**src/design/soc_pkg.sv**
```systemverilog
package soc_pkg;

  // Bus widths
  localparam int ADDR_W = 16;
  localparam int DATA_W = 16;

  typedef logic [ADDR_W-1:0] addr_t;
  typedef logic [DATA_W-1:0] data_t;

  // Peripheral region, taken from address bits 15 to 12
  typedef enum logic [3:0] {
    REG_RAM  = 4'h0,
    REG_UART = 4'h8,
    REG_ENC  = 4'h9,
    REG_HEX  = 4'hA,
    REG_NONE = 4'hF
  } region_e;

  // Encoder counts 0 to ENC_STEPS-1
  localparam int ENC_STEPS = 24;

endpackage

```
**src/design/periph_bus_if.sv**
```systemverilog
`timescale 1ns/1ps

interface periph_bus_if;
  import soc_pkg::*;

  logic  sel;
  logic  write;
  addr_t addr;
  data_t wdata;
  data_t rdata;

  // Decoder side
  modport fabric (output sel, output write, output addr, output wdata, input rdata);

  // Peripheral side
  modport periph (input sel, input write, input addr, input wdata, output rdata);

endinterface

```
**src/design/hex_display.sv**
```systemverilog
`timescale 1ns/1ps

module hex_display (
  input  logic         clk,
  input  logic         rst_n,
  periph_bus_if.periph bus,
  output logic [6:0]   hex0,
  output logic [6:0]   hex1,
  output logic [6:0]   hex2,
  output logic [6:0]   hex3
);
  import soc_pkg::*;

  data_t value;
  logic  at_reg;

  // Active low, bit 6 is segment g
  function automatic logic [6:0] seg7(input logic [3:0] nib);
    case (nib)
      4'h0: seg7 = 7'h40;
      4'h1: seg7 = 7'h79;
      4'h2: seg7 = 7'h24;
      4'h3: seg7 = 7'h30;
      4'h4: seg7 = 7'h19;
      4'h5: seg7 = 7'h12;
      4'h6: seg7 = 7'h02;
      4'h7: seg7 = 7'h78;
      4'h8: seg7 = 7'h00;
      4'h9: seg7 = 7'h10;
      4'hA: seg7 = 7'h08;
      4'hB: seg7 = 7'h03;
      4'hC: seg7 = 7'h46;
      4'hD: seg7 = 7'h21;
      4'hE: seg7 = 7'h06;
      default: seg7 = 7'h0E;
    endcase
  endfunction

  assign at_reg = bus.sel && (bus.addr[2:1] == 2'd0);

  always_ff @(posedge clk or negedge rst_n) begin
    if (!rst_n) begin
      value     <= '0;
      bus.rdata <= '0;
    end else begin
      if (at_reg && bus.write) begin
        value <= bus.wdata;
      end
      bus.rdata <= at_reg ? value : '0;
    end
  end

  assign hex0 = seg7(value[3:0]);
  assign hex1 = seg7(value[7:4]);
  assign hex2 = seg7(value[11:8]);
  assign hex3 = seg7(value[15:12]);

endmodule

```
**src/flat_wrapper.sv**
```systemverilog
// flat-port wrapper written by rule: the top's interface ports become plain ports
module hex_display_flat import soc_pkg::*;
  (clk, rst_n, hex0, hex1, hex2, hex3, bus_sel, bus_write, bus_addr, bus_wdata, bus_rdata);
  periph_bus_if bus_i ();
  input  logic clk;
  input  logic rst_n;
  output logic [6:0] hex0;
  output logic [6:0] hex1;
  output logic [6:0] hex2;
  output logic [6:0] hex3;
  input wire logic [$bits(bus_i.sel)-1:0] bus_sel;
  input wire logic [$bits(bus_i.write)-1:0] bus_write;
  input wire logic [$bits(bus_i.addr)-1:0] bus_addr;
  input wire logic [$bits(bus_i.wdata)-1:0] bus_wdata;
  output wire logic [$bits(bus_i.rdata)-1:0] bus_rdata;
  assign bus_i.sel = bus_sel;
  assign bus_i.write = bus_write;
  assign bus_i.addr = bus_addr;
  assign bus_i.wdata = bus_wdata;
  assign bus_rdata = bus_i.rdata;
  hex_display u_core (.clk(clk), .rst_n(rst_n), .bus(bus_i), .hex0(hex0), .hex1(hex1), .hex2(hex2), .hex3(hex3));
endmodule
```
**config.mk**
```make
export PLATFORM = sky130hd
export DESIGN_NAME = hex_display_flat
export DESIGN_NICKNAME = d
export VERILOG_FILES = /design/src/design/soc_pkg.sv /design/src/design/periph_bus_if.sv /design/src/design/hex_display.sv /design/src/flat_wrapper.sv
export SDC_FILE = /design/constraint.sdc
export NUM_CORES = 1
export LEC_CHECK = 0
export BUFFER_PORTS_ARGS = -buffer_cell sky130_fd_sc_hd__buf_2
export CORE_ASPECT_RATIO = 2
export CORE_UTILIZATION = 29
export DETAILED_ROUTE_END_ITERATION = 8
export GPL_TIMING_DRIVEN = 0
export PLACE_DENSITY_LB_ADDON = 0.08
export RECOVER_POWER = 25
export SKIP_LAST_GASP = 1
export SYNTH_ARGS = -nofsm -noshare
export SYNTH_HDL_FRONTEND = slang
export SYNTH_SLANG_ARGS = --single-unit
```
**constraint.sdc**
```tcl
create_clock -name clk -period 2.11 [get_ports clk]
set_clock_uncertainty 0.15 [all_clocks]
set_input_delay 0.3165 -clock clk [delete_from_list [all_inputs] [get_ports clk]]
set_output_delay 0.3165 -clock clk [all_outputs]
set_load 0.03 [all_outputs]
```
==> out/metrics.cfg <==
[outcome]
status=finished with violations
violations=setup timing

[sta]
max_freq_mhz=461
final-hold-violation-count=0
worst_slew_pin_slew_ns=0.731
fin_tns_setup_ns=-0.233
fin_crit_ns=2.17
finalWorstSetupSlack_ns=-0.0574
rsz0062_at_grt=yes
holdWs_ns=0.117
setup_violations=8
drv_slew=0
relSlewSlack_pct=51.1
period_share_pct=103

[layout]
fin_nets=368
n_antenna_cell=0
drive_gt1_share_pct=51.6
final_cells=396
area_delta_synth_final_pct=51.4
design_area_um2=3290

[yosys]
syn_area_um2=2170
yosysTopAreaCellShare_pct=36.8
yosysMostFrequentCell=dfrtp_1
ys_seq_area_share_pct=36.8
ys_top_cells_by_area=dfrtp_1, ha_1, mux2_2
synth_ff_type=dfrtp_1
yosys_warnings=0
syn_nets=272
synth.largest_area_cell=dfrtp_1
synth_area_per_cell_um2=10.4
ys_types=30
synthCells=208
synth_edf_count=0
postSynth.asyncResetShare_pct=100
ys_ff_latch=32
synthTopCellsByCount=dfrtp_1, ha_1, and2_1, o21ai_0

[hold_path]
hold_path.startpoint=bus_wdata[14]
min_to=u_core.value[14]$_DFFE_PN0P_
hold_class=input port to flip-flop
holdPathStages=2

[critical_path]
worstPathArrival_ns=1.70
rrSetupSlack_ns=0.77
path_class=flip-flop to primary output
timing.rr.end=u_core.value[2]$_DFFE_PN0P_
cp_max_fo=5
cp-start-kind=flip-flop
cp-end-kind=primary output
required_ns=1.64
r2r_cells=2
r2r_start=u_core.value[2]$_DFFE_PN0P_

[global_routing]
antenna_found_initial=0
first_global_vias=1956
grt_max_degree=33
track_usage_pct=16.2
grt_pass1_wl_um=9790
gr-total-overflow=0

[routing]
wire_per_inst_um=14.9
drc=0
first_pass_iters=6
drt_iter0_drc=58
wirelength_um=5910
viasPerCell=4.59
dr_total_vias=1819
ant_nets=0

[flow_run]
drv_cap=0

[place]
place_area_um2=2610
io_buffers=64
placed_cells=364
place_congestion=0.806
dp_hpwl_um=4140

[floorplanning]
placement_rows=44
die_h_um=124
ios=80
dieArea_um2=7870
core_area_um2=7270
start_util_pct=29.9
fp.dieW_um=63.2

[clock_tree]
clkTransAtPathRegs_ns=0.05
numClockSinks=32
clkLatencyLatePin_ns=0.28
cts_htree_levels=2
cts_tree=built
clockRootBuffer=clkbuf_16
cts_buffers=5
clockBufferDepth=2

[power]
p_per_area_nw_per_um2=1050
power.total_uw=3450
peakVddDrop_mv=0.439
p_leak_uw=0.00152

[per-layer routing]
metal | wire [µm] | share of wire, % | vias to the layer above | global-route usage, %
met3 | 123 | 2.1 | 7 | 1.83
met2 | 3430 | 58 | 35 | 31.0
met4 | 110 | 1.9 | 0 | 6.82
met1 | 2240 | 38 | 870 | 17.1
li1 | - | - | 907 | -
met5 | 0 | 0 | - | 0
[where the power goes]
part	internal [µW]	switching, µW	leakage (µW)	total, µW
combinational	827	1070	0.00104	1890
sequential	700	107	0.000405	806
clock	495	254	0.0000760	748
total	2020	1430	0.00152	3450
[state kept, by name, summed over array words and instances, names as in the netlist]
signal / cells
u_core.bus.rdata: 16
u_core.value: 16
[critical path: stages (launching register included)]
cell     delay, ns
dfrtp_2       0.44
inv_4         0.08
ha_4          0.27
inv_2         0.03
mux4_2        0.45
buf_6         0.15
[stage by stage]
stage / worst slack (ns) / utilization, %
after global placement: -0.0656 / 35.9
after CTS: -0.0664 / 43.8
after global routing: -0.0988 / 45.3
final: -0.0574 / 45.3
after floorplan: 0.0678 / -
after detailed placement: -0.0675 / 35.9
[cell usage in the layout (no fill, tap or decap), types with 9 or more instances in the layout]
| cell | instances |
|---|---|
| buf_6 | 16 |
| mux2_2 | 9 |
| nor2_1 | 10 |
| and2_1 | 12 |
| buf_4 | 25 |
| nand3_1 | 10 |
| o21ai_0 | 12 |
| dfrtp_1 | 24 |
| ha_1 | 10 |
| mux2i_1 | 12 |
| clkbuf_1 | 16 |
| ha_4 | 15 |
| buf_2 | 42 |
[how the worst max path moves through the flow]
stage	from	endpoint	slack, ns
after global routing	u_core.value[4]$_DFFE_PN0P_	hex1[3]	-0.1
final	u_core.value[4]$_DFFE_PN0P_	hex1[3]	-0.06
after detailed placement	u_core.value[1]$_DFFE_PN0P_	hex0[0]	-0.07
after global placement	u_core.value[13]$_DFFE_PN0P_	hex3[0]	-0.07
after floorplan	u_core.value[8]$_DFFE_PN0P_	hex2[5]	0.07
after CTS	u_core.value[12]$_DFFE_PN0P_	hex3[3]	-0.07
[kinds of logic after synthesis]
kind of cell    after synthesis  synth area share (%)
simple gates                 55                  14.2
compound gates               39                  11.7
flops                        32                  36.8
mux                          28                  15.7
fa+ha+maj                    28                  16.1
buf+inv                      26                  5.41
[what timing repair did]
item,CTS,global route
setup endpoints to repair,22,18
hold buffers,1,0
endpoints found under the hold margin,32,0
resized for setup,73,32
pin swaps,6,6
buffers inserted,22,2
[area by class of cell]
type                       instances  area (µm²)
inverter                          12        65.1
clock buffer                       7         153
tap                               92         115
sequential                        32         811
fill                             772        3980
multi-input combinational        150        1480
timing repair buffer              89         586
buffer                            14        80.1
Power figures use the tool's default switching activity.
