--- src/design/soc_pkg.sv ---
package soc_pkg;

  // Bus widths
  localparam int ADDR_W = 16;
  localparam int DATA_W = 16;

  typedef logic [ADDR_W-1:0] addr_t;
  typedef logic [DATA_W-1:0] data_t;

  // Peripheral region, taken from address bits 15 to 12
  typedef enum logic [3:0] {
    REG_RAM  = 4'h0,
    REG_UART = 4'h8,
    REG_ENC  = 4'h9,
    REG_HEX  = 4'hA,
    REG_NONE = 4'hF
  } region_e;

  // Encoder counts 0 to ENC_STEPS-1
  localparam int ENC_STEPS = 24;

endpackage

--- src/design/periph_bus_if.sv ---
`timescale 1ns/1ps

interface periph_bus_if;
  import soc_pkg::*;

  logic  sel;
  logic  write;
  addr_t addr;
  data_t wdata;
  data_t rdata;

  // Decoder side
  modport fabric (output sel, output write, output addr, output wdata, input rdata);

  // Peripheral side
  modport periph (input sel, input write, input addr, input wdata, output rdata);

endinterface

--- src/design/scratch_ram.sv ---
`timescale 1ns/1ps

module scratch_ram #(
  parameter int RAM_WORDS = 256
) (
  input logic          clk,
  input logic          rst_n,
  periph_bus_if.periph bus
);
  import soc_pkg::*;

  localparam int AW = $clog2(RAM_WORDS);

  data_t          mem [RAM_WORDS];
  logic  [AW-1:0] word_addr;

  // Byte addressable bus, word wide memory
  assign word_addr = bus.addr[AW:1];

  always_ff @(posedge clk) begin
    if (bus.sel && bus.write) begin
      mem[word_addr] <= bus.wdata;
    end
  end

  always_ff @(posedge clk or negedge rst_n) begin
    if (!rst_n) begin
      bus.rdata <= '0;
    end else begin
      bus.rdata <= bus.sel ? mem[word_addr] : '0;
    end
  end

endmodule

--- src/flat_wrapper.sv ---
// flat-port wrapper written by rule: the top's interface ports become plain ports
module scratch_ram_flat import soc_pkg::*;
#(
  parameter int RAM_WORDS = 256
)
  (clk, rst_n, bus_sel, bus_write, bus_addr, bus_wdata, bus_rdata);
  periph_bus_if bus_i ();
  input logic clk;
  input logic rst_n;
  input wire logic [$bits(bus_i.sel)-1:0] bus_sel;
  input wire logic [$bits(bus_i.write)-1:0] bus_write;
  input wire logic [$bits(bus_i.addr)-1:0] bus_addr;
  input wire logic [$bits(bus_i.wdata)-1:0] bus_wdata;
  output wire logic [$bits(bus_i.rdata)-1:0] bus_rdata;
  assign bus_i.sel = bus_sel;
  assign bus_i.write = bus_write;
  assign bus_i.addr = bus_addr;
  assign bus_i.wdata = bus_wdata;
  assign bus_rdata = bus_i.rdata;
  scratch_ram #(.RAM_WORDS(RAM_WORDS)) u_core (.clk(clk), .rst_n(rst_n), .bus(bus_i));
endmodule
--- config.mk ---
export PLATFORM = sky130hd
export DESIGN_NAME = scratch_ram_flat
export DESIGN_NICKNAME = d
export VERILOG_FILES = /design/src/design/soc_pkg.sv /design/src/design/periph_bus_if.sv /design/src/design/scratch_ram.sv /design/src/flat_wrapper.sv
export SDC_FILE = /design/constraint.sdc
export NUM_CORES = 2
export LEC_CHECK = 0
export BUFFER_PORTS_ARGS = -buffer_cell sky130_fd_sc_hd__buf_2
export CAP_MARGIN = 30
export CELL_PAD_IN_SITES_DETAIL_PLACEMENT = 1
export CELL_PAD_IN_SITES_GLOBAL_PLACEMENT = 1
export CORE_UTILIZATION = 39
export CTS_CLUSTER_DIAMETER = 200
export CTS_CLUSTER_SIZE = 20
export DETAILED_ROUTE_END_ITERATION = 12
export MAX_ROUTING_LAYER = met4
export PLACE_DENSITY = 0.64
export RECOVER_POWER = 100
export SLEW_MARGIN = 10
export SYNTH_ARGS = -nofsm -noshare
export SYNTH_HDL_FRONTEND = slang
export SYNTH_SLANG_ARGS = --single-unit
export TNS_END_PERCENT = 20
--- constraint.sdc ---
create_clock -name clk -period 3.7 [get_ports clk]
set_input_delay 0.74 -clock clk [delete_from_list [all_inputs] [get_ports clk]]
set_output_delay 0.74 -clock clk [all_outputs]
set_load 0.02 [all_outputs]
==> results.sh <==
export IMPL_drc_errors=0
export IMPL_placed_cell_area_um2=173000
export IMPL_finClkSkew_ps=62.7
export IMPL_violations="capacitance limit, slew limit"
export IMPL_worstSkewPairLatency_ps=960
export IMPL_grt_max_degree=116
export IMPL_synthMuxAreaShare=0.155
export IMPL_synth_top_family_by_area="multiplexers"
export IMPL_synthToLayoutAreaGrowth_pct=11.6
export IMPL_start_kind="input pin"
export IMPL_grt_pass1_vias=79800
export IMPL_yosysSeqAreaShare=0.781
export IMPL_drv_cap=28
export IMPL_dp_slack_ps=-514
export IMPL_drtAntennaViolNets=0
export IMPL_leakagePower_nw=55.1
export IMPL_cts_buffer_depth=4
export IMPL_slowest_delay_ps=1550
export IMPL_viasPerCell=5.81
export IMPL_synth_edf_count=4096
export IMPL_crit_path_top_delay_cell="clkbuf_2"
export IMPL_postLayoutCoreUtil=0.438
export IMPL_grt_pass1_wl_um=609000
export IMPL_grt_use_total=0.214
export IMPL_die_width_um=639
export IMPL_period_minus_slack_ps=3490
export IMPL_finalHoldViolations=0
export IMPL_worstPathCellList="clkbuf_2, clkbuf_2"
export IMPL_worst_path_most_repeated_cell="clkbuf_2"
export IMPL_reg2reg_setup_slack_ps=530
export IMPL_report_final_slew_viol_count=1966
export IMPL_drt_initial_drc_count=8522
export IMPL_worst_slack_ps=214
export IMPL_layout_common_cells="edfxtp_1 (4096), mux4_2 (909), buf_4 (485)"
export IMPL_place_congestion=0.882
export IMPL_htree_levels=4
export IMPL_fmax_mhz=287
export IMPL_ys_flop_type="edfxtp_1"
export IMPL_vias=77600
export IMPL_rsz0062_at_grt="no"
export IMPL_whs_path_depth=1
export IMPL_drive_above_1_share=0.253
export IMPL_setup_violations=0
export IMPL_maxSlewHeadroom=-1.29
export IMPL_crit_start="bus_wdata[1]"
export IMPL_synthSimpleGateAreaFrac=0.0173
export IMPL_crit_family="buffers and inverters"
export IMPL_synth_area_per_cell_um2=22.0
export IMPL_cts_sinks=4112
export IMPL_clockRootBuffer="clkbuf_16"
export IMPL_crit_required_ps=4180
export IMPL_critPathCaptureType="register"
export IMPL_hold_start="bus_wdata[13]"
export IMPL_power_density_nw_per_um2=464
export IMPL_grt_overflow=0
export IMPL_ys_warn_count=0
export IMPL_timing_final_crit_share=0.942
export IMPL_filler_cell_count=37100
export IMPL_rows=233
export IMPL_antenna_found_initial=29
export IMPL_synthAdderAreaFrac=0
export IMPL_vdd_ir_drop_max_uv=393
export IMPL_cts_buffers=227
export IMPL_drt_wl_total_um=432000
export IMPL_cp_num_cells=2
export IMPL_layout_commonest_cell="edfxtp_1"
export IMPL_tightest_slew_ps=3430
export IMPL_synthCells=7172
export IMPL_tritoncts="built"
export IMPL_synth_nets=7208
export IMPL_ys_seq_elements=4112
export IMPL_coreArea_um2=403000
export IMPL_dr_pass1_iters=6
export IMPL_synth_cell_types=51
export IMPL_wire_per_inst_um=32.3
export IMPL_crit_buf_inv=2
export IMPL_synth_compound_gate_area_share=0.0325
export IMPL_clk_pin_slew_ps=80
export IMPL_hpwl_um=269000
export IMPL_die_h_um=639
export IMPL_critPathKind="in -> reg"
export IMPL_rr_startpoint="u_core.mem[115][0]"
export IMPL_r2r_cells=7
export IMPL_fp_dieArea_um2=408000
export IMPL_netlist_area_um2=158000
export IMPL_ys_async_sr_fraction=0.00389
export IMPL_finalNetCount=7955
export IMPL_start_util=0.392
export IMPL_crit_fanout=82
export IMPL_finish_instance_area_um2=176000
export IMPL_status="complete, but fails checks"
export IMPL_numPortBuffers=43
export IMPL_pin_count=52
export IMPL_arrival_ps=3960
export IMPL_timing_rr_end="u_core.bus.rdata[0]"
export IMPL_synth_xor_xnor_area_share=0
export IMPL_min_to="u_core.mem[112][13]"
export IMPL_min_path_type="in -> reg"
## cells by family (layout without fill, tap and decap cells)
family	Yosys count	after routing
simple gates	599	599
buf+inv	452	1220
other cells	0	12
flops	4112	4112
compound gates	708	708
mux	1301	1301
## metrics by stage
| step | cells | setup TNS (ps) | hold WS [ps] | total power [mW] |
|---|---|---|---|---|
| 2_1_floorplan | 7172 | -27910 | 444 | 54.7 |
| 3_3_place_gp | 13100 | -2830 | 684 | 57.4 |
| 3_5_place_dp | 13100 | -3020 | 695 | 57.5 |
| 4_1_cts | 13300 | 0 | 180 | 82.5 |
| 5_1_grt | 13400 | 0 | 185 | 84.0 |
| 6_report | 13400 | 0 | 210 | 81.9 |
## metal layers
layer  track usage  wire, um  vias up
met5             -         0        -
met4        0.0534     12600        0
met3        0.0246     27700      520
met2         0.343    211000     2863
met1         0.295    181000    42600
li1              -         -    31700
## power by group
group / switching (mW) / internal, mW / leakage, nW / total (mW)
registers: 0.0759 / 51.3 / 37.0 / 51.3
clock network: 14.4 / 11.1 / 2.90 / 25.5
logic: 3.20 / 1.87 / 15.2 / 5.07
## Yosys cell counts (52+ instances only)
cell type / number / area [um^2]
edfxtp_1: 4096 / 123000
a21oi_1: 98 / 490
nand3_1: 149 / 746
a22oi_1: 148 / 1110
buf_4: 52 / 390
mux4_2: 909 / 20500
clkbuf_1: 228 / 856
nor2_1: 297 / 1110
buf_2: 83 / 415
a31oi_1: 63 / 394
o21ai_0: 64 / 320
a22o_1: 77 / 674
mux2i_1: 372 / 3720
## area by class of cell
| class | instances | area (um^2) | area share |
|---|---|---|---|
| sequential | 4112 | 123000 | 0.699 |
| multi-input combinational | 2608 | 32400 | 0.184 |
| timing repair buffer | 966 | 7920 | 0.0449 |
| tap | 5405 | 6760 | 0.0383 |
| clock buffer | 242 | 5800 | 0.0329 |
| clock inverter | 8 | 100 | 0.000567 |
| antenna | 12 | 30.0 | 0.000170 |
| inverter | 4 | 20.0 | 0.000113 |
## repair_timing
item,4_1_cts,5_1_grt
hold buffers,1,0
gates resized for setup,0,0
setup buffers,0,0
endpoints found under the hold margin,16,0
## how the worst max path moves through the flow
stage,to
6_report,u_core.mem[50][1]
5_1_grt,u_core.mem[208][7]
4_1_cts,u_core.bus.rdata[0]
3_5_place_dp,u_core.bus.rdata[0]
3_3_place_gp,u_core.bus.rdata[0]
2_1_floorplan,u_core.mem[114][0]
## sequential cells by signal (all words and copies together), names as in the netlist
register,flops
u_core.mem,4096
u_core.bus.rdata,16
No activity file was read; power rests on OpenSTA's default activity.
