File: config.mk
export PLATFORM = sky130hd
export DESIGN_NAME = quad_encoder_flat
export DESIGN_NICKNAME = d
export VERILOG_FILES = /design/src/design/soc_pkg.sv /design/src/design/periph_bus_if.sv /design/src/design/quad_encoder.sv /design/src/flat_wrapper.sv
export SDC_FILE = /design/constraint.sdc
export NUM_CORES = 1
export LEC_CHECK = 0
export BUFFER_PORTS_ARGS = -buffer_cell sky130_fd_sc_hd__buf_2
export CORE_MARGIN = 10
export CORE_UTILIZATION = 47
export DETAILED_ROUTE_END_ITERATION = 10
export HOLD_SLACK_MARGIN = 0.06
export PLACE_DENSITY = 0.95
export SLEW_MARGIN = 20
export SYNTH_ARGS = -nofsm -noshare
export SYNTH_HDL_FRONTEND = slang
export SYNTH_SLANG_ARGS = --single-unit
File: constraint.sdc
create_clock -name clk -period 2.7 [get_ports clk]
set_clock_uncertainty 0.1 [all_clocks]
set_input_delay 0.27 -clock clk [delete_from_list [all_inputs] [get_ports clk]]
set_output_delay 0.27 -clock clk [all_outputs]
set_load 0.005 [all_outputs]
File: src/design/soc_pkg.sv
package soc_pkg;

  // Bus widths
  localparam int ADDR_W = 16;
  localparam int DATA_W = 16;

  typedef logic [ADDR_W-1:0] addr_t;
  typedef logic [DATA_W-1:0] data_t;

  // Peripheral region, taken from address bits 15 to 12
  typedef enum logic [3:0] {
    REG_RAM  = 4'h0,
    REG_UART = 4'h8,
    REG_ENC  = 4'h9,
    REG_HEX  = 4'hA,
    REG_NONE = 4'hF
  } region_e;

  // Encoder counts 0 to ENC_STEPS-1
  localparam int ENC_STEPS = 24;

endpackage

File: src/design/periph_bus_if.sv
`timescale 1ns/1ps

interface periph_bus_if;
  import soc_pkg::*;

  logic  sel;
  logic  write;
  addr_t addr;
  data_t wdata;
  data_t rdata;

  // Decoder side
  modport fabric (output sel, output write, output addr, output wdata, input rdata);

  // Peripheral side
  modport periph (input sel, input write, input addr, input wdata, output rdata);

endinterface

File: src/design/quad_encoder.sv
`timescale 1ns/1ps

module quad_encoder (
  input  logic         clk,
  input  logic         rst_n,
  periph_bus_if.periph bus,
  input  logic [1:0]   quad,
  input  logic         pb,
  output logic [2:0]   rgb
);
  import soc_pkg::*;

  localparam int CNT_W = $clog2(ENC_STEPS);

  logic [2:0]       sync_meta;
  logic [2:0]       sync_q;
  logic [1:0]       quad_prev;
  logic [CNT_W-1:0] count;
  logic [1:0]       offset;
  logic             step_up;
  logic             step_dn;
  logic             load;

  assign offset = bus.addr[2:1];
  assign load   = bus.sel && bus.write && (offset == 2'd0);

  // Two-flop synchronizer for {pb, quad}, then one more stage for the edge
  always_ff @(posedge clk or negedge rst_n) begin
    if (!rst_n) begin
      sync_meta <= '0;
      sync_q    <= '0;
      quad_prev <= '0;
    end else begin
      sync_meta <= {pb, quad};
      sync_q    <= sync_meta;
      quad_prev <= sync_q[1:0];
    end
  end

  // Gray sequence 00 01 11 10 is forward, double jumps fall to default
  always_comb begin
    step_up = 1'b0;
    step_dn = 1'b0;
    case ({quad_prev, sync_q[1:0]})
      4'b0001, 4'b0111, 4'b1110, 4'b1000: step_up = 1'b1;
      4'b0100, 4'b1101, 4'b1011, 4'b0010: step_dn = 1'b1;
      default: ;
    endcase
  end

  always_ff @(posedge clk or negedge rst_n) begin
    if (!rst_n) begin
      count <= '0;
    end else if (load) begin
      // Out-of-range loads are ignored
      if (bus.wdata < data_t'(ENC_STEPS)) begin
        count <= bus.wdata[CNT_W-1:0];
      end
    end else if (step_up) begin
      count <= (count == CNT_W'(ENC_STEPS - 1)) ? '0 : count + 1'b1;
    end else if (step_dn) begin
      count <= (count == '0) ? CNT_W'(ENC_STEPS - 1) : count - 1'b1;
    end
  end

  always_ff @(posedge clk or negedge rst_n) begin
    if (!rst_n) begin
      bus.rdata <= '0;
    end else if (!bus.sel) begin
      bus.rdata <= '0;
    end else begin
      case (offset)
        2'd0:    bus.rdata <= data_t'(count);
        2'd1:    bus.rdata <= data_t'(sync_q[2]);
        default: bus.rdata <= '0;
      endcase
    end
  end

  // One colour per third of the range
  always_comb begin
    if (count < CNT_W'(8)) begin
      rgb = 3'b001;
    end else if (count < CNT_W'(16)) begin
      rgb = 3'b010;
    end else begin
      rgb = 3'b100;
    end
  end

endmodule

File: src/flat_wrapper.sv
// flat-port wrapper written by rule: the top's interface ports become plain ports
module quad_encoder_flat import soc_pkg::*;
  (clk, rst_n, quad, pb, rgb, bus_sel, bus_write, bus_addr, bus_wdata, bus_rdata);
  periph_bus_if bus_i ();
  input  logic clk;
  input  logic rst_n;
  input  logic [1:0] quad;
  input  logic pb;
  output logic [2:0] rgb;
  input wire logic [$bits(bus_i.sel)-1:0] bus_sel;
  input wire logic [$bits(bus_i.write)-1:0] bus_write;
  input wire logic [$bits(bus_i.addr)-1:0] bus_addr;
  input wire logic [$bits(bus_i.wdata)-1:0] bus_wdata;
  output wire logic [$bits(bus_i.rdata)-1:0] bus_rdata;
  assign bus_i.sel = bus_sel;
  assign bus_i.write = bus_write;
  assign bus_i.addr = bus_addr;
  assign bus_i.wdata = bus_wdata;
  assign bus_rdata = bus_i.rdata;
  quad_encoder u_core (.clk(clk), .rst_n(rst_n), .bus(bus_i), .quad(quad), .pb(pb), .rgb(rgb));
endmodule
==> run summary <==
Status: finished clean
Slew Limit Fails: 0
Cts repair resizes: 0
Setup violators final: 0
Antenna cell count: 0
Leak: 0.6092 nW
CP Capture Type: flip-flop
Critical path, cell by cell: dlygate4sd3_1 > buf_2 > nor3b_2 > nand2_1 > nor2_1 > a211oi_1 > a311oi_1
Critical Path AT: 2.16 ns
Vias per cell: 5.415
Post-synth top area cell: dfrtp_1
CTS Sinks: 18
Total CTS buffers: 3
CTS tree: yes
Max IR drop VDD: 0.0004123 V
Synth top area share: 43.27%
DRC viols: 0
DR WL/cell: 14.85 µm
Critical path fanouts, max: 8
IO Pins: 58
Min Hold Slack: 0.1379 ns
Main synth FF type: dfrtp_1
Post-synth top cells: dfrtp_1 (18), buf_4 (11), nand2_1 (9)
Die area: 4497 µm²
Wirelength, routed: 2435 µm
Top area cells in the synthesized netlist: dfrtp_1 (43%), buf_4 (7.9%), nand2_1 (3.2%), and2_1 (3.0%), a2111oi_4 (2.6%)
Pwr Density: 721.7 nW/µm²
WP buf/inv: 2
Total track usage: 10.95%
Max incr delay on CP: 0.53 ns
Die width: 67.06 µm
Family with the most delay on the worst path: simple AND/OR/NAND/NOR gates
Final TNS setup: 0 ns
DRT Pass-1 Iters: 4
Synth Warn #: 0
Largest net degree at the start of global routing: 19
DR vias: 888
Row cnt: 16
Hold WC Path Type: in -> reg
Max-capacitance violation count: 0
Distinct cells, synth: 45
#FFs+latches synth: 18
Fin cells: 164
CP Class: in -> reg
Nets: 179
Post-route ant nets: 0
Seq/Total Area, Yosys: 43.27%
Layout cells sized above 1: 30.66%
Die height: 67.06 µm
Initial core utilization: 50.98%
Top-count cell post-synth: dfrtp_1
Placer Congestion: 0.9204
Placed cells: 155
Final min period: 2.065 ns
Slowest cell on crit path: dlygate4sd3_1
Post-Synthesis Cells: 102
Avg Inst Size Synth: 10.21 µm²
Period utilization: 76.50%
First-pass GRT wire length: 3988 µm
Initial antenna violation count: 0
Clock slew at reported path FFs: 0.10 ns
Worst Setup Start Kind: primary input
Starting DRT DRC Count: 41
Area after DPL: 1161 µm²
Async S/R FF share, synth: 100.0%
I/O Buffers: 32
Critical Path RT: 2.79 ns
Max Freq: 484.2 MHz
EDFF count, synth: 0
Final hold viol count: 0
Skew-Pair Late Insertion Delay: 0.28 ns
Post-route cell area: 1247 µm²
Pwr Total: 0.0009003 W
Grt ovf: 0
RSZ-0062 raised after global routing: no
H-tree levels: 1
CORE AREA: 2042 µm²
Post-Syn Area: 1041 µm²
HPWL Detailed: 1910 µm
Clk root buf: clkbuf_4
Area delta synth->final: 19.83%
Vias in the first global route: 894
Bufs on Longest Clock Path: 2
## state kept, by name (all words and copies together) (netlist names)
register / count
u_core.quad_prev: 2
u_core.sync_meta: 3
u_core.sync_q: 3
u_core.bus.rdata: 5
u_core.count: 5
## cells in the final DEF (no fill, tap or decap), types with 2 or more instances in the layout
cell / instances
a211oi_1: 2
conb_1: 11
dfrtp_1: 18
a21oi_1: 3
inv_1: 4
o22ai_1: 2
nor3_1: 2
nor4_1: 2
nand4_1: 2
nor2_1: 5
buf_2: 32
ha_1: 2
and2_1: 5
clkbuf_4: 3
o21ai_1: 2
nand2_1: 9
dlygate4sd3_1: 5
## layout make-up
cell class              instances  area [µm²]
multi-input cells              74       501.7
fillers                       197       794.5
clock buffers                   4       36.28
well taps                      27       33.78
inverters                       4       15.01
repair buffers                 37       210.2
flip-flops and latches         18       450.4
## cells by family after synthesis
kind of cell             synth area share, %
AO/OA/AOI/OAI                          17.43
adder cells (fa/ha/maj)                2.403
flip-flops                             43.27
buffers and inverters                  12.14
XOR/XNOR                               3.967
AND/OR/NAND/NOR                        19.47
multiplexers                          0.9616
other                                 0.3602
## worst paths after layout
check | startpoint | to | slack, ns | cells after the start
max | bus_addr[2] | u_core.count[3] | 0.63 | 7
min | bus_wdata[1] | u_core.count[1] | 0.14 | 2
max reg2reg | u_core.count[0] | u_core.count[0] | 0.77 | 7
min reg2reg | u_core.sync_meta[0] | u_core.sync_q[0] | 0.26 | 0
max in group asynchronous | rst_n | u_core.quad_prev[1] | 1.88 | 2
min in group asynchronous | rst_n | u_core.bus.rdata[0] | 0.34 | 2
## worst register-to-register path: cells and delay by family, from the launching register on
kind	cells	cell delay, ns
buf+inv	1	0.15
flops	1	0.48
simple gates	2	0.49
compound gates	3	0.39
fa+ha+maj	1	0.24
## repair_timing
item | in CTS | in global routing
endpoints found under the hold margin | 22 | 0
buffers inserted | 0 | 0
hold buffers | 5 | 0
## metrics by stage
step / worst slack, ns / util [%]
after floorplan: 1.010 / -
after global placement: 0.8780 / 56.86
after detailed placement: 0.8419 / 56.86
after CTS: 0.6267 / 61.09
after global routing: 0.4732 / 61.09
final: 0.6345 / 61.09
## per-layer routing
layer | global-route usage, % | routed length [µm] | vias up
met5 | 0 | 0 | -
met1 | 13.09 | 1002 | 424
met3 | 3.344 | 278 | 2
met2 | 18.25 | 1125 | 50
li1 | - | - | 412
met4 | 3.333 | 28 | 0
## report_power, final
part / switching [W] / internal (W)
clock network: 0.0000784 / 0.0000820
registers: 0.000100 / 0.000317
logic: 0.000159 / 0.000164
Power figures use the tool's default switching activity.
