$ cat src/design/soc_pkg.sv
package soc_pkg;

  // Bus widths
  localparam int ADDR_W = 16;
  localparam int DATA_W = 16;

  typedef logic [ADDR_W-1:0] addr_t;
  typedef logic [DATA_W-1:0] data_t;

  // Peripheral region, taken from address bits 15 to 12
  typedef enum logic [3:0] {
    REG_RAM  = 4'h0,
    REG_UART = 4'h8,
    REG_ENC  = 4'h9,
    REG_HEX  = 4'hA,
    REG_NONE = 4'hF
  } region_e;

  // Encoder counts 0 to ENC_STEPS-1
  localparam int ENC_STEPS = 24;

endpackage

$ cat src/design/periph_bus_if.sv
`timescale 1ns/1ps

interface periph_bus_if;
  import soc_pkg::*;

  logic  sel;
  logic  write;
  addr_t addr;
  data_t wdata;
  data_t rdata;

  // Decoder side
  modport fabric (output sel, output write, output addr, output wdata, input rdata);

  // Peripheral side
  modport periph (input sel, input write, input addr, input wdata, output rdata);

endinterface

$ cat src/design/bus_decode.sv
`timescale 1ns/1ps

module bus_decode (
  input  soc_pkg::addr_t addr,
  input  soc_pkg::data_t wdata,
  input  logic           write,
  output soc_pkg::data_t rdata,
  periph_bus_if.fabric   ram,
  periph_bus_if.fabric   uart,
  periph_bus_if.fabric   enc,
  periph_bus_if.fabric   hex
);
  import soc_pkg::*;

  region_e region;

  // Unmapped regions fold into REG_NONE
  always_comb begin
    case (addr[15:12])
      4'h0:    region = REG_RAM;
      4'h8:    region = REG_UART;
      4'h9:    region = REG_ENC;
      4'hA:    region = REG_HEX;
      default: region = REG_NONE;
    endcase
  end

  assign ram.sel  = (region == REG_RAM);
  assign uart.sel = (region == REG_UART);
  assign enc.sel  = (region == REG_ENC);
  assign hex.sel  = (region == REG_HEX);

  // Shared write side
  assign ram.addr   = addr;
  assign ram.wdata  = wdata;
  assign ram.write  = write;
  assign uart.addr  = addr;
  assign uart.wdata = wdata;
  assign uart.write = write;
  assign enc.addr   = addr;
  assign enc.wdata  = wdata;
  assign enc.write  = write;
  assign hex.addr   = addr;
  assign hex.wdata  = wdata;
  assign hex.write  = write;

  // Deselected peripherals return zero, so a plain OR is enough
  assign rdata = ram.rdata | uart.rdata | enc.rdata | hex.rdata;

endmodule

$ cat src/flat_wrapper.sv
// flat-port wrapper written by rule: the top's interface ports become plain ports
module bus_decode_flat import soc_pkg::*;
  (addr, wdata, write, rdata, ram_sel, ram_write, ram_addr, ram_wdata, ram_rdata, uart_sel, uart_write, uart_addr, uart_wdata, uart_rdata, enc_sel, enc_write, enc_addr, enc_wdata, enc_rdata, hex_sel, hex_write, hex_addr, hex_wdata, hex_rdata);
  periph_bus_if ram_i ();
  periph_bus_if uart_i ();
  periph_bus_if enc_i ();
  periph_bus_if hex_i ();
  input  soc_pkg::addr_t addr;
  input  soc_pkg::data_t wdata;
  input  logic write;
  output soc_pkg::data_t rdata;
  output wire logic [$bits(ram_i.sel)-1:0] ram_sel;
  output wire logic [$bits(ram_i.write)-1:0] ram_write;
  output wire logic [$bits(ram_i.addr)-1:0] ram_addr;
  output wire logic [$bits(ram_i.wdata)-1:0] ram_wdata;
  input wire logic [$bits(ram_i.rdata)-1:0] ram_rdata;
  output wire logic [$bits(uart_i.sel)-1:0] uart_sel;
  output wire logic [$bits(uart_i.write)-1:0] uart_write;
  output wire logic [$bits(uart_i.addr)-1:0] uart_addr;
  output wire logic [$bits(uart_i.wdata)-1:0] uart_wdata;
  input wire logic [$bits(uart_i.rdata)-1:0] uart_rdata;
  output wire logic [$bits(enc_i.sel)-1:0] enc_sel;
  output wire logic [$bits(enc_i.write)-1:0] enc_write;
  output wire logic [$bits(enc_i.addr)-1:0] enc_addr;
  output wire logic [$bits(enc_i.wdata)-1:0] enc_wdata;
  input wire logic [$bits(enc_i.rdata)-1:0] enc_rdata;
  output wire logic [$bits(hex_i.sel)-1:0] hex_sel;
  output wire logic [$bits(hex_i.write)-1:0] hex_write;
  output wire logic [$bits(hex_i.addr)-1:0] hex_addr;
  output wire logic [$bits(hex_i.wdata)-1:0] hex_wdata;
  input wire logic [$bits(hex_i.rdata)-1:0] hex_rdata;
  assign ram_sel = ram_i.sel;
  assign ram_write = ram_i.write;
  assign ram_addr = ram_i.addr;
  assign ram_wdata = ram_i.wdata;
  assign ram_i.rdata = ram_rdata;
  assign uart_sel = uart_i.sel;
  assign uart_write = uart_i.write;
  assign uart_addr = uart_i.addr;
  assign uart_wdata = uart_i.wdata;
  assign uart_i.rdata = uart_rdata;
  assign enc_sel = enc_i.sel;
  assign enc_write = enc_i.write;
  assign enc_addr = enc_i.addr;
  assign enc_wdata = enc_i.wdata;
  assign enc_i.rdata = enc_rdata;
  assign hex_sel = hex_i.sel;
  assign hex_write = hex_i.write;
  assign hex_addr = hex_i.addr;
  assign hex_wdata = hex_i.wdata;
  assign hex_i.rdata = hex_rdata;
  bus_decode u_core (.addr(addr), .wdata(wdata), .write(write), .rdata(rdata), .ram(ram_i), .uart(uart_i), .enc(enc_i), .hex(hex_i));
endmodule
$ cat config.mk
export PLATFORM = sky130hd
export DESIGN_NAME = bus_decode_flat
export DESIGN_NICKNAME = d
export VERILOG_FILES = /design/src/design/soc_pkg.sv /design/src/design/periph_bus_if.sv /design/src/design/bus_decode.sv /design/src/flat_wrapper.sv
export SDC_FILE = /design/constraint.sdc
export NUM_CORES = 1
export LEC_CHECK = 0
export BUFFER_PORTS_ARGS = -buffer_cell sky130_fd_sc_hd__buf_4
export CAP_MARGIN = 25
export CORE_AREA = 2 2 96 98
export DETAILED_ROUTE_END_ITERATION = 8
export DIE_AREA = 0 0 98 100
export GPL_TIMING_DRIVEN = 0
export SETUP_SLACK_MARGIN = 0.05
export SLEW_MARGIN = 20
export SYNTH_ARGS = -nofsm -noshare
export SYNTH_HDL_FRONTEND = slang
export SYNTH_SLANG_ARGS = --single-unit
$ cat constraint.sdc
create_clock -name vclk -period 1.85
set_input_delay 0.555 -clock vclk [all_inputs]
set_output_delay 0.555 -clock vclk [all_outputs]
set_load 0.02 [all_outputs]
==> impl_results.md <==
* Result of the run: finished, violations left
* Violations in the final reports: setup timing
* Startpoint kind of the worst setup timing path: input pin
* Number of flip-flops and latches at 0
* Worst rel slew slack at around 85%
* Detailed Routing Iterations Pass 1 at 4
* Clock buffer cells at 0
* Vias in the first global route at approximately 1700
* Post-detailed-route via-to-cell ratio at roughly 3.5
* Library cell with the highest instance count after synthesis: sky130_fd_sc_hd__buf_4
* Post-CTS setup buffer count at 0
* Initial core utilization at between 10% and 20%
* Footprint of the flip-flops and latches at 0 um^2
* First-pass GRT wire length at around 7.4 mm
* Gate Count Post-Synth at approximately 150
* Number of distinct library cells after synthesis at 5
* Highest attainable clock frequency at roughly 530 MHz
* Slew at the pin closest to its max-slew limit at about 0.22 ns
* Std-Cell Core Area at roughly 9000 um^2
* Via count of the routed design at between 1500 and 2000
* Power share of the combinational group at 100.0%
* Count of buffers from port buffering at 220
* Full die area at a little under 10000 um^2
* Count of endpoints failing hold in the final timing report at 0
* Routed length per instance at around 11 um
* Area growth, synth to finish at 180.7%
* Fraction of power spent switching nets at 40.60%
* Type of destination of the critical path: primary output
* Worst Path Max Fanout at 1
* Fraction of final layout cells with drive strength greater than 1 at 100.0%
* Int Power at 0.5047 mW
* Hold slack final at between 1 and 1.5 ns
* Power spent charging and discharging nets at around 0.34 mW
* Worst Slack Setup Final at -0.03235 ns
* Remaining global-route overflow at 0
* Overall fraction of global-route tracks in use at just under 9%
* Routed Wire Length at a little over 5 mm
* Hold-fix buffer count after cts at 0
* Floorplan die width at 98 um
* Sequential fraction of the synthesis area at 0%
* Warnings from Yosys at 0
* Cell type contributing the most total cell area after synthesis: sky130_fd_sc_hd__buf_4
* Max-Cap Viols at 0
* IR Drop Worst-Case VDD at about 130 uV
* Number of failing setup endpoints in the final timing report at 16
* Total nets after synthesis at 249
* Number of diodes at 0
* Data required time of the critical path at roughly 1.3 ns
* Placement row count at 35
* Synth top area share at 86.46%
* Total chip power at about 0.85 mW
* Critical path start-end classification: input pin to primary output
* Proportion of power drawn by flip-flops and latches at 0%
* Detailed router's first-iteration violation count at 16
* Worst EP arrival at between 1 and 1.5 ns
* Global placement routability congestion at around 0.71
* Part of the total power dissipated in the clock network at 0%
* Count of unresolved DRC violations after routing at 0
* Post-placement worst setup slack at -0.07469 ns
* Mapped Avg Cell Area at about 7.5 um^2
* Total standard cell area after synthesis at approximately 1100 um^2
* Most instantiated cells after synthesis: sky130_fd_sc_hd__buf_4, sky130_fd_sc_hd__or4_1, sky130_fd_sc_hd__nor4bb_1, sky130_fd_sc_hd__nor4_1, sky130_fd_sc_hd__nor4b_1
* Power density cells at roughly 260 nW/um^2
* Number of top-level design ports at between 200 and 250
* Antenna viol nets, final at 0
* Kind of path behind the tightest hold check: input pin to primary output
* Largest net degree at the start of global routing at 9
* Floorplan die height at ~100 um
* Leakage component of the power at between 1.5 and 2 nW
* Setup total negative slack at -0.2579 ns
* NumNets Final at about 470
* Number of fillers in the final layout at 935
* Max-slew violation count at 0
* Crit path time final at around 1.9 ns
* Post-route fraction of the period consumed by the critical path at 101.7%
* Unrepaired setup endpoints after global routing: true
* Initial antenna violation count at 0
* Dominant cells by area after synthesis: sky130_fd_sc_hd__buf_4, sky130_fd_sc_hd__or4_1, sky130_fd_sc_hd__nor4bb_1
* Detailed placement HPWL at between 4 and 5 mm
==> metrics by stage <==
stage                     cell area [um^2]  std cells  util (%)
after detailed placement              2962        483     33.31
after global placement                2962        483     33.31
final                                 3217        483     36.19
after floorplan                       1171        152         -
after global routing                  3217        483     36.19
after CTS                             3191        483     35.89
==> worst max-delay path, stage by stage <==
cell,delay [ns]
sky130_fd_sc_hd__buf_6,0.09
sky130_fd_sc_hd__or4_4,0.53
sky130_fd_sc_hd__buf_6,0.15
==> placed cells by master, fill, tap and decap left out, drive strengths merged <==
cell type / netlist / layout
nor4bb: 2 / 2
or4: 16 / 16
nor4: 1 / 1
nor4b: 1 / 1
buf: 132 / 352
==> what timing repair did <==
action                                  in CTS  in global routing
resized for setup                           61                  7
pin swaps                                   16                  7
endpoints found under the setup margin      16                 16
==> metal layers <==
metal,vias up,part of all wire (%),global-route usage [%],wire length [um]
met5,-,0,0,0
met2,133,59,19.76,3039
met3,0,14,3.134,736
li1,805,-,-,-
met4,0,0,0.2137,0
met1,731,27,7.608,1369
==> cell families after synthesis <==
| group | Yosys count | share of synthesized area [%] |
|---|---|---|
| and+or+nand+nor | 20 | 13.54 |
| buffers and inverters | 132 | 86.46 |
==> power groups by stage <==
stage / clock network [mW] / registers (mW) / logic (mW)
finish: 0 / 0 / 0.850
global route: 0 / 0 / 0.894
CTS: 0 / 0 / 0.850
detailed placement: 0 / 0 / 0.808
global placement: 0 / 0 / 0.800
floorplan: 0 / 0 / 0.444
==> area by class of cell <==
cell class	count	area (um^2)	area share, %
repair buffers	220	1847	57.41
multi-input cells	20	240.2	7.468
well taps	111	138.9	4.317
plain buffers	132	991.0	30.81
==> worst paths after layout <==
check  slack, ns            end  cells after the start           from
max        -0.03      rdata[13]                      3  hex_rdata[13]
min         1.31  uart_wdata[6]                      2       wdata[6]
Power figures use the tool's default switching activity.
