<file path="src/design/soc_pkg.sv">
package soc_pkg;

  // Bus widths
  localparam int ADDR_W = 16;
  localparam int DATA_W = 16;

  typedef logic [ADDR_W-1:0] addr_t;
  typedef logic [DATA_W-1:0] data_t;

  // Peripheral region, taken from address bits 15 to 12
  typedef enum logic [3:0] {
    REG_RAM  = 4'h0,
    REG_UART = 4'h8,
    REG_ENC  = 4'h9,
    REG_HEX  = 4'hA,
    REG_NONE = 4'hF
  } region_e;

  // Encoder counts 0 to ENC_STEPS-1
  localparam int ENC_STEPS = 24;

endpackage

</file>
<file path="src/design/periph_bus_if.sv">
`timescale 1ns/1ps

interface periph_bus_if;
  import soc_pkg::*;

  logic  sel;
  logic  write;
  addr_t addr;
  data_t wdata;
  data_t rdata;

  // Decoder side
  modport fabric (output sel, output write, output addr, output wdata, input rdata);

  // Peripheral side
  modport periph (input sel, input write, input addr, input wdata, output rdata);

endinterface

</file>
<file path="src/design/uart_tx.sv">
`timescale 1ns/1ps

module uart_tx #(
  parameter int CLKS_PER_BIT = 434
) (
  input  logic         clk,
  input  logic         rst_n,
  periph_bus_if.periph bus,
  output logic         tx
);

  localparam int BAUD_W = $clog2(CLKS_PER_BIT);

  typedef enum logic [1:0] {
    IDLE,
    START,
    DATA,
    STOP
  } state_e;

  state_e            state;
  logic [BAUD_W-1:0] baud_cnt;
  logic [2:0]        bit_cnt;
  logic [7:0]        tx_byte;
  logic [1:0]        offset;
  logic              busy;
  logic              baud_end;
  logic              load;

  assign offset   = bus.addr[2:1];
  assign busy     = (state != IDLE);
  assign baud_end = (baud_cnt == BAUD_W'(CLKS_PER_BIT - 1));
  // Writes while busy are dropped
  assign load     = bus.sel && bus.write && (offset == 2'd0) && !busy;

  always_ff @(posedge clk or negedge rst_n) begin
    if (!rst_n) begin
      state    <= IDLE;
      baud_cnt <= '0;
      bit_cnt  <= '0;
      tx_byte  <= '0;
      tx       <= 1'b1;
    end else begin
      case (state)
        IDLE: begin
          tx <= 1'b1;
          if (load) begin
            tx_byte  <= bus.wdata[7:0];
            baud_cnt <= '0;
            state    <= START;
            tx       <= 1'b0;
          end
        end
        START: begin
          if (baud_end) begin
            baud_cnt <= '0;
            bit_cnt  <= '0;
            state    <= DATA;
            tx       <= tx_byte[0];
          end else begin
            baud_cnt <= baud_cnt + 1'b1;
          end
        end
        DATA: begin
          if (baud_end) begin
            baud_cnt <= '0;
            if (bit_cnt == 3'd7) begin
              state <= STOP;
              tx    <= 1'b1;
            end else begin
              // LSB first
              bit_cnt <= bit_cnt + 3'd1;
              tx      <= tx_byte[bit_cnt + 3'd1];
            end
          end else begin
            baud_cnt <= baud_cnt + 1'b1;
          end
        end
        STOP: begin
          if (baud_end) begin
            baud_cnt <= '0;
            state    <= IDLE;
          end else begin
            baud_cnt <= baud_cnt + 1'b1;
          end
        end
        default: state <= IDLE;
      endcase
    end
  end

  // Offset 0 is the last byte sent, offset 1 the status
  always_ff @(posedge clk or negedge rst_n) begin
    if (!rst_n) begin
      bus.rdata <= '0;
    end else if (!bus.sel) begin
      bus.rdata <= '0;
    end else begin
      case (offset)
        2'd0:    bus.rdata <= {8'h00, tx_byte};
        2'd1:    bus.rdata <= {15'h0000, busy};
        default: bus.rdata <= '0;
      endcase
    end
  end

endmodule

</file>
<file path="src/flat_wrapper.sv">
// flat-port wrapper written by rule: the top's interface ports become plain ports
module uart_tx_flat 
#(
  parameter int CLKS_PER_BIT = 434
)
  (clk, rst_n, tx, bus_sel, bus_write, bus_addr, bus_wdata, bus_rdata);
  periph_bus_if bus_i ();
  input  logic clk;
  input  logic rst_n;
  output logic tx;
  input wire logic [$bits(bus_i.sel)-1:0] bus_sel;
  input wire logic [$bits(bus_i.write)-1:0] bus_write;
  input wire logic [$bits(bus_i.addr)-1:0] bus_addr;
  input wire logic [$bits(bus_i.wdata)-1:0] bus_wdata;
  output wire logic [$bits(bus_i.rdata)-1:0] bus_rdata;
  assign bus_i.sel = bus_sel;
  assign bus_i.write = bus_write;
  assign bus_i.addr = bus_addr;
  assign bus_i.wdata = bus_wdata;
  assign bus_rdata = bus_i.rdata;
  uart_tx #(.CLKS_PER_BIT(CLKS_PER_BIT)) u_core (.clk(clk), .rst_n(rst_n), .bus(bus_i), .tx(tx));
endmodule
</file>
<file path="config.mk">
export PLATFORM = sky130hd
export DESIGN_NAME = uart_tx_flat
export DESIGN_NICKNAME = d
export VERILOG_FILES = /design/src/design/soc_pkg.sv /design/src/design/periph_bus_if.sv /design/src/design/uart_tx.sv /design/src/flat_wrapper.sv
export SDC_FILE = /design/constraint.sdc
export NUM_CORES = 1
export LEC_CHECK = 0
export BUFFER_PORTS_ARGS = -buffer_cell sky130_fd_sc_hd__buf_2
export CAP_MARGIN = 0
export CORE_MARGIN = 5
export CORE_UTILIZATION = 35
export DETAILED_ROUTE_END_ITERATION = 10
export SYNTH_ARGS = -nofsm -noshare
export SYNTH_HDL_FRONTEND = slang
export SYNTH_SLANG_ARGS = --single-unit
</file>
<file path="constraint.sdc">
create_clock -name clk -period 2 [get_ports clk]
set_clock_uncertainty 0.05 [all_clocks]
set_input_delay 0.2 -clock clk [delete_from_list [all_inputs] [get_ports clk]]
set_output_delay 0.2 -clock clk [all_outputs]
set_load 0.01 [all_outputs]
</file>
==> metrics.md, run 1 <==
| Metric | Value |
|---|---|
| Status | finished with violations |
| Violated checks | negative setup slack |
| Logic pwr share | 37.8% |
| Pin slew with the least headroom to its limit | 0.6766 ns |
| Core ar. | 4661 um^2 |
| Setup-failing EPs final | 1 |
| Vertical die dimension | 79.01 um |
| Synthesis Warnings | 0 |
| H-tree depth | 2 |
| Crit-path slowest cell | mux4_2 |
| HPWL after DPL | 2.468 mm |
| Synthesized instance count | 145 |
| Layout cells sized above 1 | 30.05% |
| RSZ-0062 raised after global routing | true |
| Largest net degree at the start of global routing | 32 |
| Cell Area, Placed | 1871 um^2 |
| Crit path launch type | register |
| Routability congestion estimate | 0.9031 |
| Worst Path Max Fanout | 5 |
| Distinct cell type count after synthesis | 38 |
| Crit path largest cell delay | 0.48 ns |
| DRC Markers | 0 |
| Vias in the first global route | 1231 |
| Number of synthesized flops with an enable pin | 0 |
| Mapped cell area | 1667 um^2 |
| FF+latch area | 778.2 um^2 |
| Commonest cells after routing, fill and taps aside | dfrtp_1 (29), buf_2 (22), mux2_1 (11), a22o_1 (11), nor2_1 (10) |
| FFs w/ async S/R, synth | 100.0% |
| Peak supply drop | 357.3 uV |
| IO Pins | 53 |
| DR pass1 iterations | 4 |
| Final Core Density | 43.79% |
| Hold Crit Class | in -> reg |
| Initial antenna violation count | 0 |
| Die area | 6242 um^2 |
| Clk root buf | clkbuf_8 |
| Hold Crit Start | bus_wdata[2] |
| Chip Width | 79.01 um |
| Most common cell after layout, fill and taps aside | dfrtp_1 |
| Multi-input gate area in the final layout | 874.6 um^2 |
| Final Hold Fails | 0 |
| WP buf/inv | 0 |
| Design area | 2041 um^2 |
| Port bufs | 22 |
| Leakage | 0.9941 nW |
| Global-route wire length before repair | 5.595 mm |
| Reg power frac | 37.3% |
| Ant diodes | 0 |
| Clk sinks | 31 |
| Antenna-violating nets left | 0 |
| Power, Total | 2.560 mW |
| Worst hold slack | 0.07796 ns |
| Synthesis-stage register bit count | 31 |
| Largest delay share family, worst path | multiplexers |
| Clk network pwr share | 24.9% |
| Vias per cell | 5.025 |
| Total power per unit cell area | 1255 nW/um^2 |
| CP Capture Type | register |
| P_sw | 0.8691 mW |
| GR Overflow Total | 0 |
| Final #Nets | 228 |
| Fin crit share | 106.1% |
| Max-cap violations | 0 |
| Relative slew slack | 54.90% |
| Fin cells | 237 |
| Max clock buf depth | 2 |
| Crit Path Class | reg -> reg |
| Filler Cell Count | 440 |
| Drt total wl | 3.311 mm |
| Row cnt | 25 |
| Crit path time final | 2.123 ns |
| CTS tree | built |
| Worst EP arrival | 2.26 ns |
| P_int | 1.691 mW |
| Ys flop type | dfrtp_1 |
| Required @ worst endpoint | 2.14 ns |
| Placed cells | 226 |
| Clock transition at path regs | 0.07 ns |
| Crit-path cells | ha_2, ha_4, mux2_2, mux4_2, o221ai_2, a41oi_1 |
| Initial Utilization | 35.76% |
| Wire per inst | 13.97 um |
| Synth Area per Inst | 11.49 um^2 |
| Seq/Total Area, Yosys | 46.62% |
| Vias | 1191 |
| Worst-Skew Late Latency | 0.28 ns |
| FF-to-FF Start | u_core.bit_cnt[1]$_DFFE_PN0P_ |
| Cts bufs inserted | 5 |
| Switch share | 33.94% |
| Crit path launch | u_core.bit_cnt[1]$_DFFE_PN0P_ |
| Max Slew Vio Count | 0 |
| Area growth from synthesis to final layout | 22.45% |
| Setup ws final | -0.1225 ns |
| Total GRT Usage | 11.46% |
| Maximum clock frequency | 0.4711 GHz |
| DRT iter0 DRCs | 37 |
## power groups by stage
stage	Clock (mW)	Sequential, mW	Combinational, mW
finish	0.637	0.954	0.969
global route	0.680	0.985	1.08
CTS	0.652	0.959	0.895
detailed placement	0	0.968	0.882
global placement	0	0.959	0.850
floorplan	0	0.943	0.648
## synthesized netlist by cell type, drive strengths merged, types with 2 or more instances
cell,n,share of area (%)
buf,8,3.6
a22o,11,5.8
nor3,5,1.5
nand2b,2,0.75
nand2,8,2.3
dfrtp,30,45
a21oi,3,0.90
and2,7,2.6
nor2,10,2.3
or2,2,0.75
nand3,2,0.60
inv,6,1.4
mux2,14,9.5
o21ai,9,2.7
ha,10,7.5
## registers in the layout (all words and copies together) (netlist names)
signal / cells
u_core.baud_cnt: 9
u_core.bit_cnt: 3
u_core.bus.rdata: 8
u_core.state: 2
u_core.tx: 1
u_core.tx_byte: 8
## timing repair
item / in CTS / in global routing
hold endpoints to repair: 30 / 0
hold buffers: 1 / 0
gates resized for setup: 1 / 4
setup endpoints to repair: 1 / 3
pin swaps: 1 / 1
setup buffers: 0 / 2
## layer usage
| metal | share of wire, % | vias to the layer above | GRT usage [%] |
|---|---|---|---|
| met3 | 5.9 | 5 | 3.628 |
| li1 | - | 581 | - |
| met5 | 0 | - | 0 |
| met4 | 1.1 | 0 | 3.608 |
| met2 | 48 | 33 | 19.70 |
| met1 | 45 | 572 | 13.58 |
## worst paths after layout
kind	endpoint	slack (ns)	cells past startpoint
max	u_core.tx$_DFFE_PN1P_	-0.12	6
min	u_core.tx_byte[2]$_DFFE_PN0P_	0.08	2
max reg2reg	u_core.tx$_DFFE_PN1P_	-0.12	6
max in group asynchronous	u_core.state[0]$_DFFE_PN0P_	0.98	2
min in group asynchronous	u_core.bus.rdata[6]$_DFF_PN0_	0.43	2
min reg2reg	u_core.bus.rdata[3]$_DFF_PN0_	0.45	1
## through the flow
step	setup TNS, ns	worst slack (ns)
2_1_floorplan	-0.04896	-0.04896
3_3_place_gp	-0.1421	-0.1421
4_1_cts	-0.1324	-0.1324
3_5_place_dp	-0.1420	-0.1420
5_1_grt	-0.2338	-0.2005
6_report	-0.1225	-0.1225
## final cells by class
cell class                 count  share of cell area [%]
inverter                       6                   1.104
sequential                    31                   38.14
tap                           54                   3.311
clock buffer                   6                   4.047
clock inverter                 2                   1.717
timing repair buffer          31                   8.829
multi-input combinational    107                   42.86
## cell families (layout without fill, tap and decap cells)
| kind of cell | after synthesis | in the layout | share of synthesized area (%) |
|---|---|---|---|
| simple gates | 41 | 41 | 14.79 |
| mux | 16 | 16 | 11.41 |
| compound gates | 31 | 31 | 13.96 |
| fa+ha+maj | 10 | 10 | 7.508 |
| flops | 31 | 31 | 46.62 |
| other cells | 1 | 8 | 0.2250 |
| buf+inv | 14 | 45 | 4.955 |
| xor+xnor | 1 | 1 | 0.5256 |
## worst register-to-register path: stages, from the launching register on
cell and delay [ns]:
dfrtp_1 0.38, ha_2 0.20, ha_4 0.30, mux2_2 0.33
mux4_2 0.48, o221ai_2 0.16, a41oi_1 0.12
No activity file was read; power rests on OpenSTA's default activity.
==> run 2, diff against run 1 <==
--- a/config.mk
+++ b/config.mk
@@ -5,6 +5,7 @@
 export SDC_FILE = /design/constraint.sdc
 export NUM_CORES = 1
 export LEC_CHECK = 0
+export ABC_AREA = 1
 export BUFFER_PORTS_ARGS = -buffer_cell sky130_fd_sc_hd__buf_2
 export CAP_MARGIN = 0
 export CORE_MARGIN = 5
==> metrics.md, run 2 <==
| Metric | Value |
|---|---|
| RSZ-0062 raised after global routing | false |
| CTS resizes | 0 |
| Vias | 1200 |
| HPWL after DPL | 2.296 mm |
| DRT iter0 DRCs | 49 |
| Most common cell after layout, fill and taps aside | nand2_1 |
| Fin crit share | 84.95% |
| Row cnt | 24 |
| Core ar. | 4444 um^2 |
| Clk root buf | clkbuf_8 |
| Hold Path End | u_core.tx_byte[1]$_DFFE_PN0P_ |
| Commonest cells after routing, fill and taps aside | nand2_1 (42), dfrtp_1 (30), inv_1 (27), buf_2 (22), nor2_1 (12) |
| Clock transition at path regs | 0.07 ns |
| Initial Utilization | 36.68% |
| Wire per inst | 11.53 um |
| Routability congestion estimate | 0.8358 |
| CTS tree | built |
| Synthesis-stage register bit count | 31 |
| Setup-failing EPs final | 0 |
| Hold Path Stages | 3 |
| Top cells by area, synth | dfrtp_1 (46%), nand2_1 (9.7%), ha_1 (7.7%) |
| Area growth from synthesis to final layout | 15.12% |
| Hold buffers post-CTS | 1 |
| DR pass1 iterations | 4 |
| Worst Path Max Fanout | 7 |
| FF-to-FF Start | u_core.state[0]$_DFFE_PN0P_ |
| Cts bufs inserted | 5 |
| Seq/Total Area, Yosys | 47.66% |
| Largest net degree at the start of global routing | 32 |
| Mapped cell area | 1630 um^2 |
| Total power per unit cell area | 1275 nW/um^2 |
| Synth area leader | dfrtp_1 |
| IO Pins | 53 |
| Largest register FFs | 9 |
| Most common cell in the netlist | nand2_1 |
| Worst reg2reg setup slack | 0.30 ns |
| Leakage | 0.9753 nW |
| Maximum clock frequency | 0.5886 GHz |
| Biggest regs | u_core.baud_cnt (9), u_core.bus.rdata (8), u_core.tx_byte (8) |
| Worst EP arrival | 1.82 ns |
| Distinct cell type count after synthesis | 29 |
| Peak supply drop | 602.3 uV |
| Max-cap violations | 0 |
| Most flops, register | u_core.baud_cnt |
| Vias in the first global route | 1192 |
| Vertical die dimension | 78.25 um |
| Synth Area per Inst | 8.718 um^2 |
| Setup total negative slack | 0 ns |
| Crit Path Class | reg -> reg |
| FF-to-FF path depth | 7 |
| Die area | 6123 um^2 |
| Total GRT Usage | 11.43% |
| GR Overflow Total | 0 |
| Crit path time final | 1.699 ns |
| Worst-Skew Late Latency | 0.29 ns |
| DRC Markers | 0 |
| Max Slew Vio Count | 0 |
| Top cell type's share of synthesized area | 46.05% |
| Chip Width | 78.25 um |
| H-tree depth | 2 |
| CP Capture Type | register |
| Clk sinks | 31 |
| Vias per cell | 4.478 |
| Layout cells sized above 1 | 18.06% |
| Worst reg2reg endpoint | u_core.state[1]$_DFFE_PN0P_ |
| Crit path largest cell delay | 0.43 ns |
| Final #Nets | 261 |
| Post-CTS setup buffer count | 0 |
| Crit-path cells | inv_1, ha_1, or2_2, o21ai_2, nand3_1, nand2_1, o21ai_1 |
| Port bufs | 22 |
| Pin slew with the least headroom to its limit | 0.6922 ns |
| Commonest cells post-synth | nand2_1 (42), dfrtp_1 (30), inv_1 (27) |
| Antenna-violating nets left | 0 |
| Largest delay share family, worst path | simple AND/OR/NAND/NOR gates |
| Required @ worst endpoint | 2.12 ns |
| FFs w/ async S/R, synth | 100.0% |
| Crit path launch type | register |
| Drt total wl | 3.091 mm |
| Number of synthesized flops with an enable pin | 0 |
| Hold Crit Class | in -> reg |
| Final Hold Fails | 0 |
| Global-route wire length before repair | 5.437 mm |
| Initial antenna violation count | 0 |
| Relative slew slack | 53.85% |
| WP buf/inv | 1 |
| Max clock buf depth | 2 |
| Ys flop type | dfrtp_1 |
| Ant diodes | 0 |
| Status | complete, no violations |
| Synthesis Warnings | 0 |
| Hold Crit Start | bus_wdata[1] |
| Crit-path slowest cell | dfrtp_1 |
| Final Core Density | 42.23% |
| Synthesized instance count | 187 |
run 2: worst max-delay path by stage:
stage | slack (ns) | to | depth (start not counted) | startpoint
after floorplan | 0.47 | u_core.state[0]$_DFFE_PN0P_ | 7 | u_core.state[0]$_DFFE_PN0P_
after global placement | 0.30 | u_core.state[1]$_DFFE_PN0P_ | 8 | u_core.state[0]$_DFFE_PN0P_
after detailed placement | 0.29 | u_core.state[0]$_DFFE_PN0P_ | 7 | u_core.state[0]$_DFFE_PN0P_
after CTS | 0.28 | u_core.state[1]$_DFFE_PN0P_ | 7 | u_core.state[0]$_DFFE_PN0P_
after global routing | 0.13 | u_core.state[0]$_DFFE_PN0P_ | 8 | u_core.state[0]$_DFFE_PN0P_
final | 0.30 | u_core.state[1]$_DFFE_PN0P_ | 7 | u_core.state[0]$_DFFE_PN0P_
run 2: cells by family after synthesis:
kind of cell,Yosys count,share of synthesized area (%)
xor gates and xnor gates,5,2.686
adders and majority gates,10,7.675
other,1,0.2300
DFF,31,47.66
buffers and inverters,36,10.59
and+or+nand+nor,77,21.18
AOI/OAI and AO/OA,27,9.977
run 2: worst reg2reg max path, stage by stage, from the launching register on:
cell and delay (ns):
dfrtp_1 0.43, inv_1 0.11, ha_1 0.29, or2_2 0.32, o21ai_2 0.11, nand3_1 0.14, nand2_1 0.09, o21ai_1 0.06
run 2: cell type report:
class | count | area, um^2
multi-input cells | 127 | 706.9
inverters | 27 | 101.3
clock inverters | 1 | 30.03
flip-flops and latches | 31 | 777.0
repair buffers | 23 | 120.1
clock buffers | 7 | 76.32
well taps | 52 | 65.06
fillers | 456 | 2567
run 2: where the power goes:
group,switching (mW),total (mW),leakage [nW],internal [mW]
Combinational,0.490,0.806,0.521,0.316
Clock,0.233,0.605,0.0524,0.372
Sequential,0.153,0.982,0.402,0.828
Total,0.876,2.39,0.975,1.52
run 2: per-stage QoR:
stage	setup slack, ns	instances	area [um^2]	hold slack (ns)	power, mW
after detailed placement	0.2942	259	1760	0.2377	1.807
final	0.3011	268	1877	0.06247	2.393
after CTS	0.2844	268	1877	0.05423	2.425
after floorplan	0.4698	194	1657	-0.1456	1.598
after global routing	0.1269	268	1877	0.06816	2.605
after global placement	0.2977	259	1760	0.2388	1.785
run 2: per-layer routing:
metal,global-route usage [%],part of all wire [%]
met5,0,0
met1,14.53,48
met3,4.348,6.3
met4,5.769,2.0
met2,16.95,44
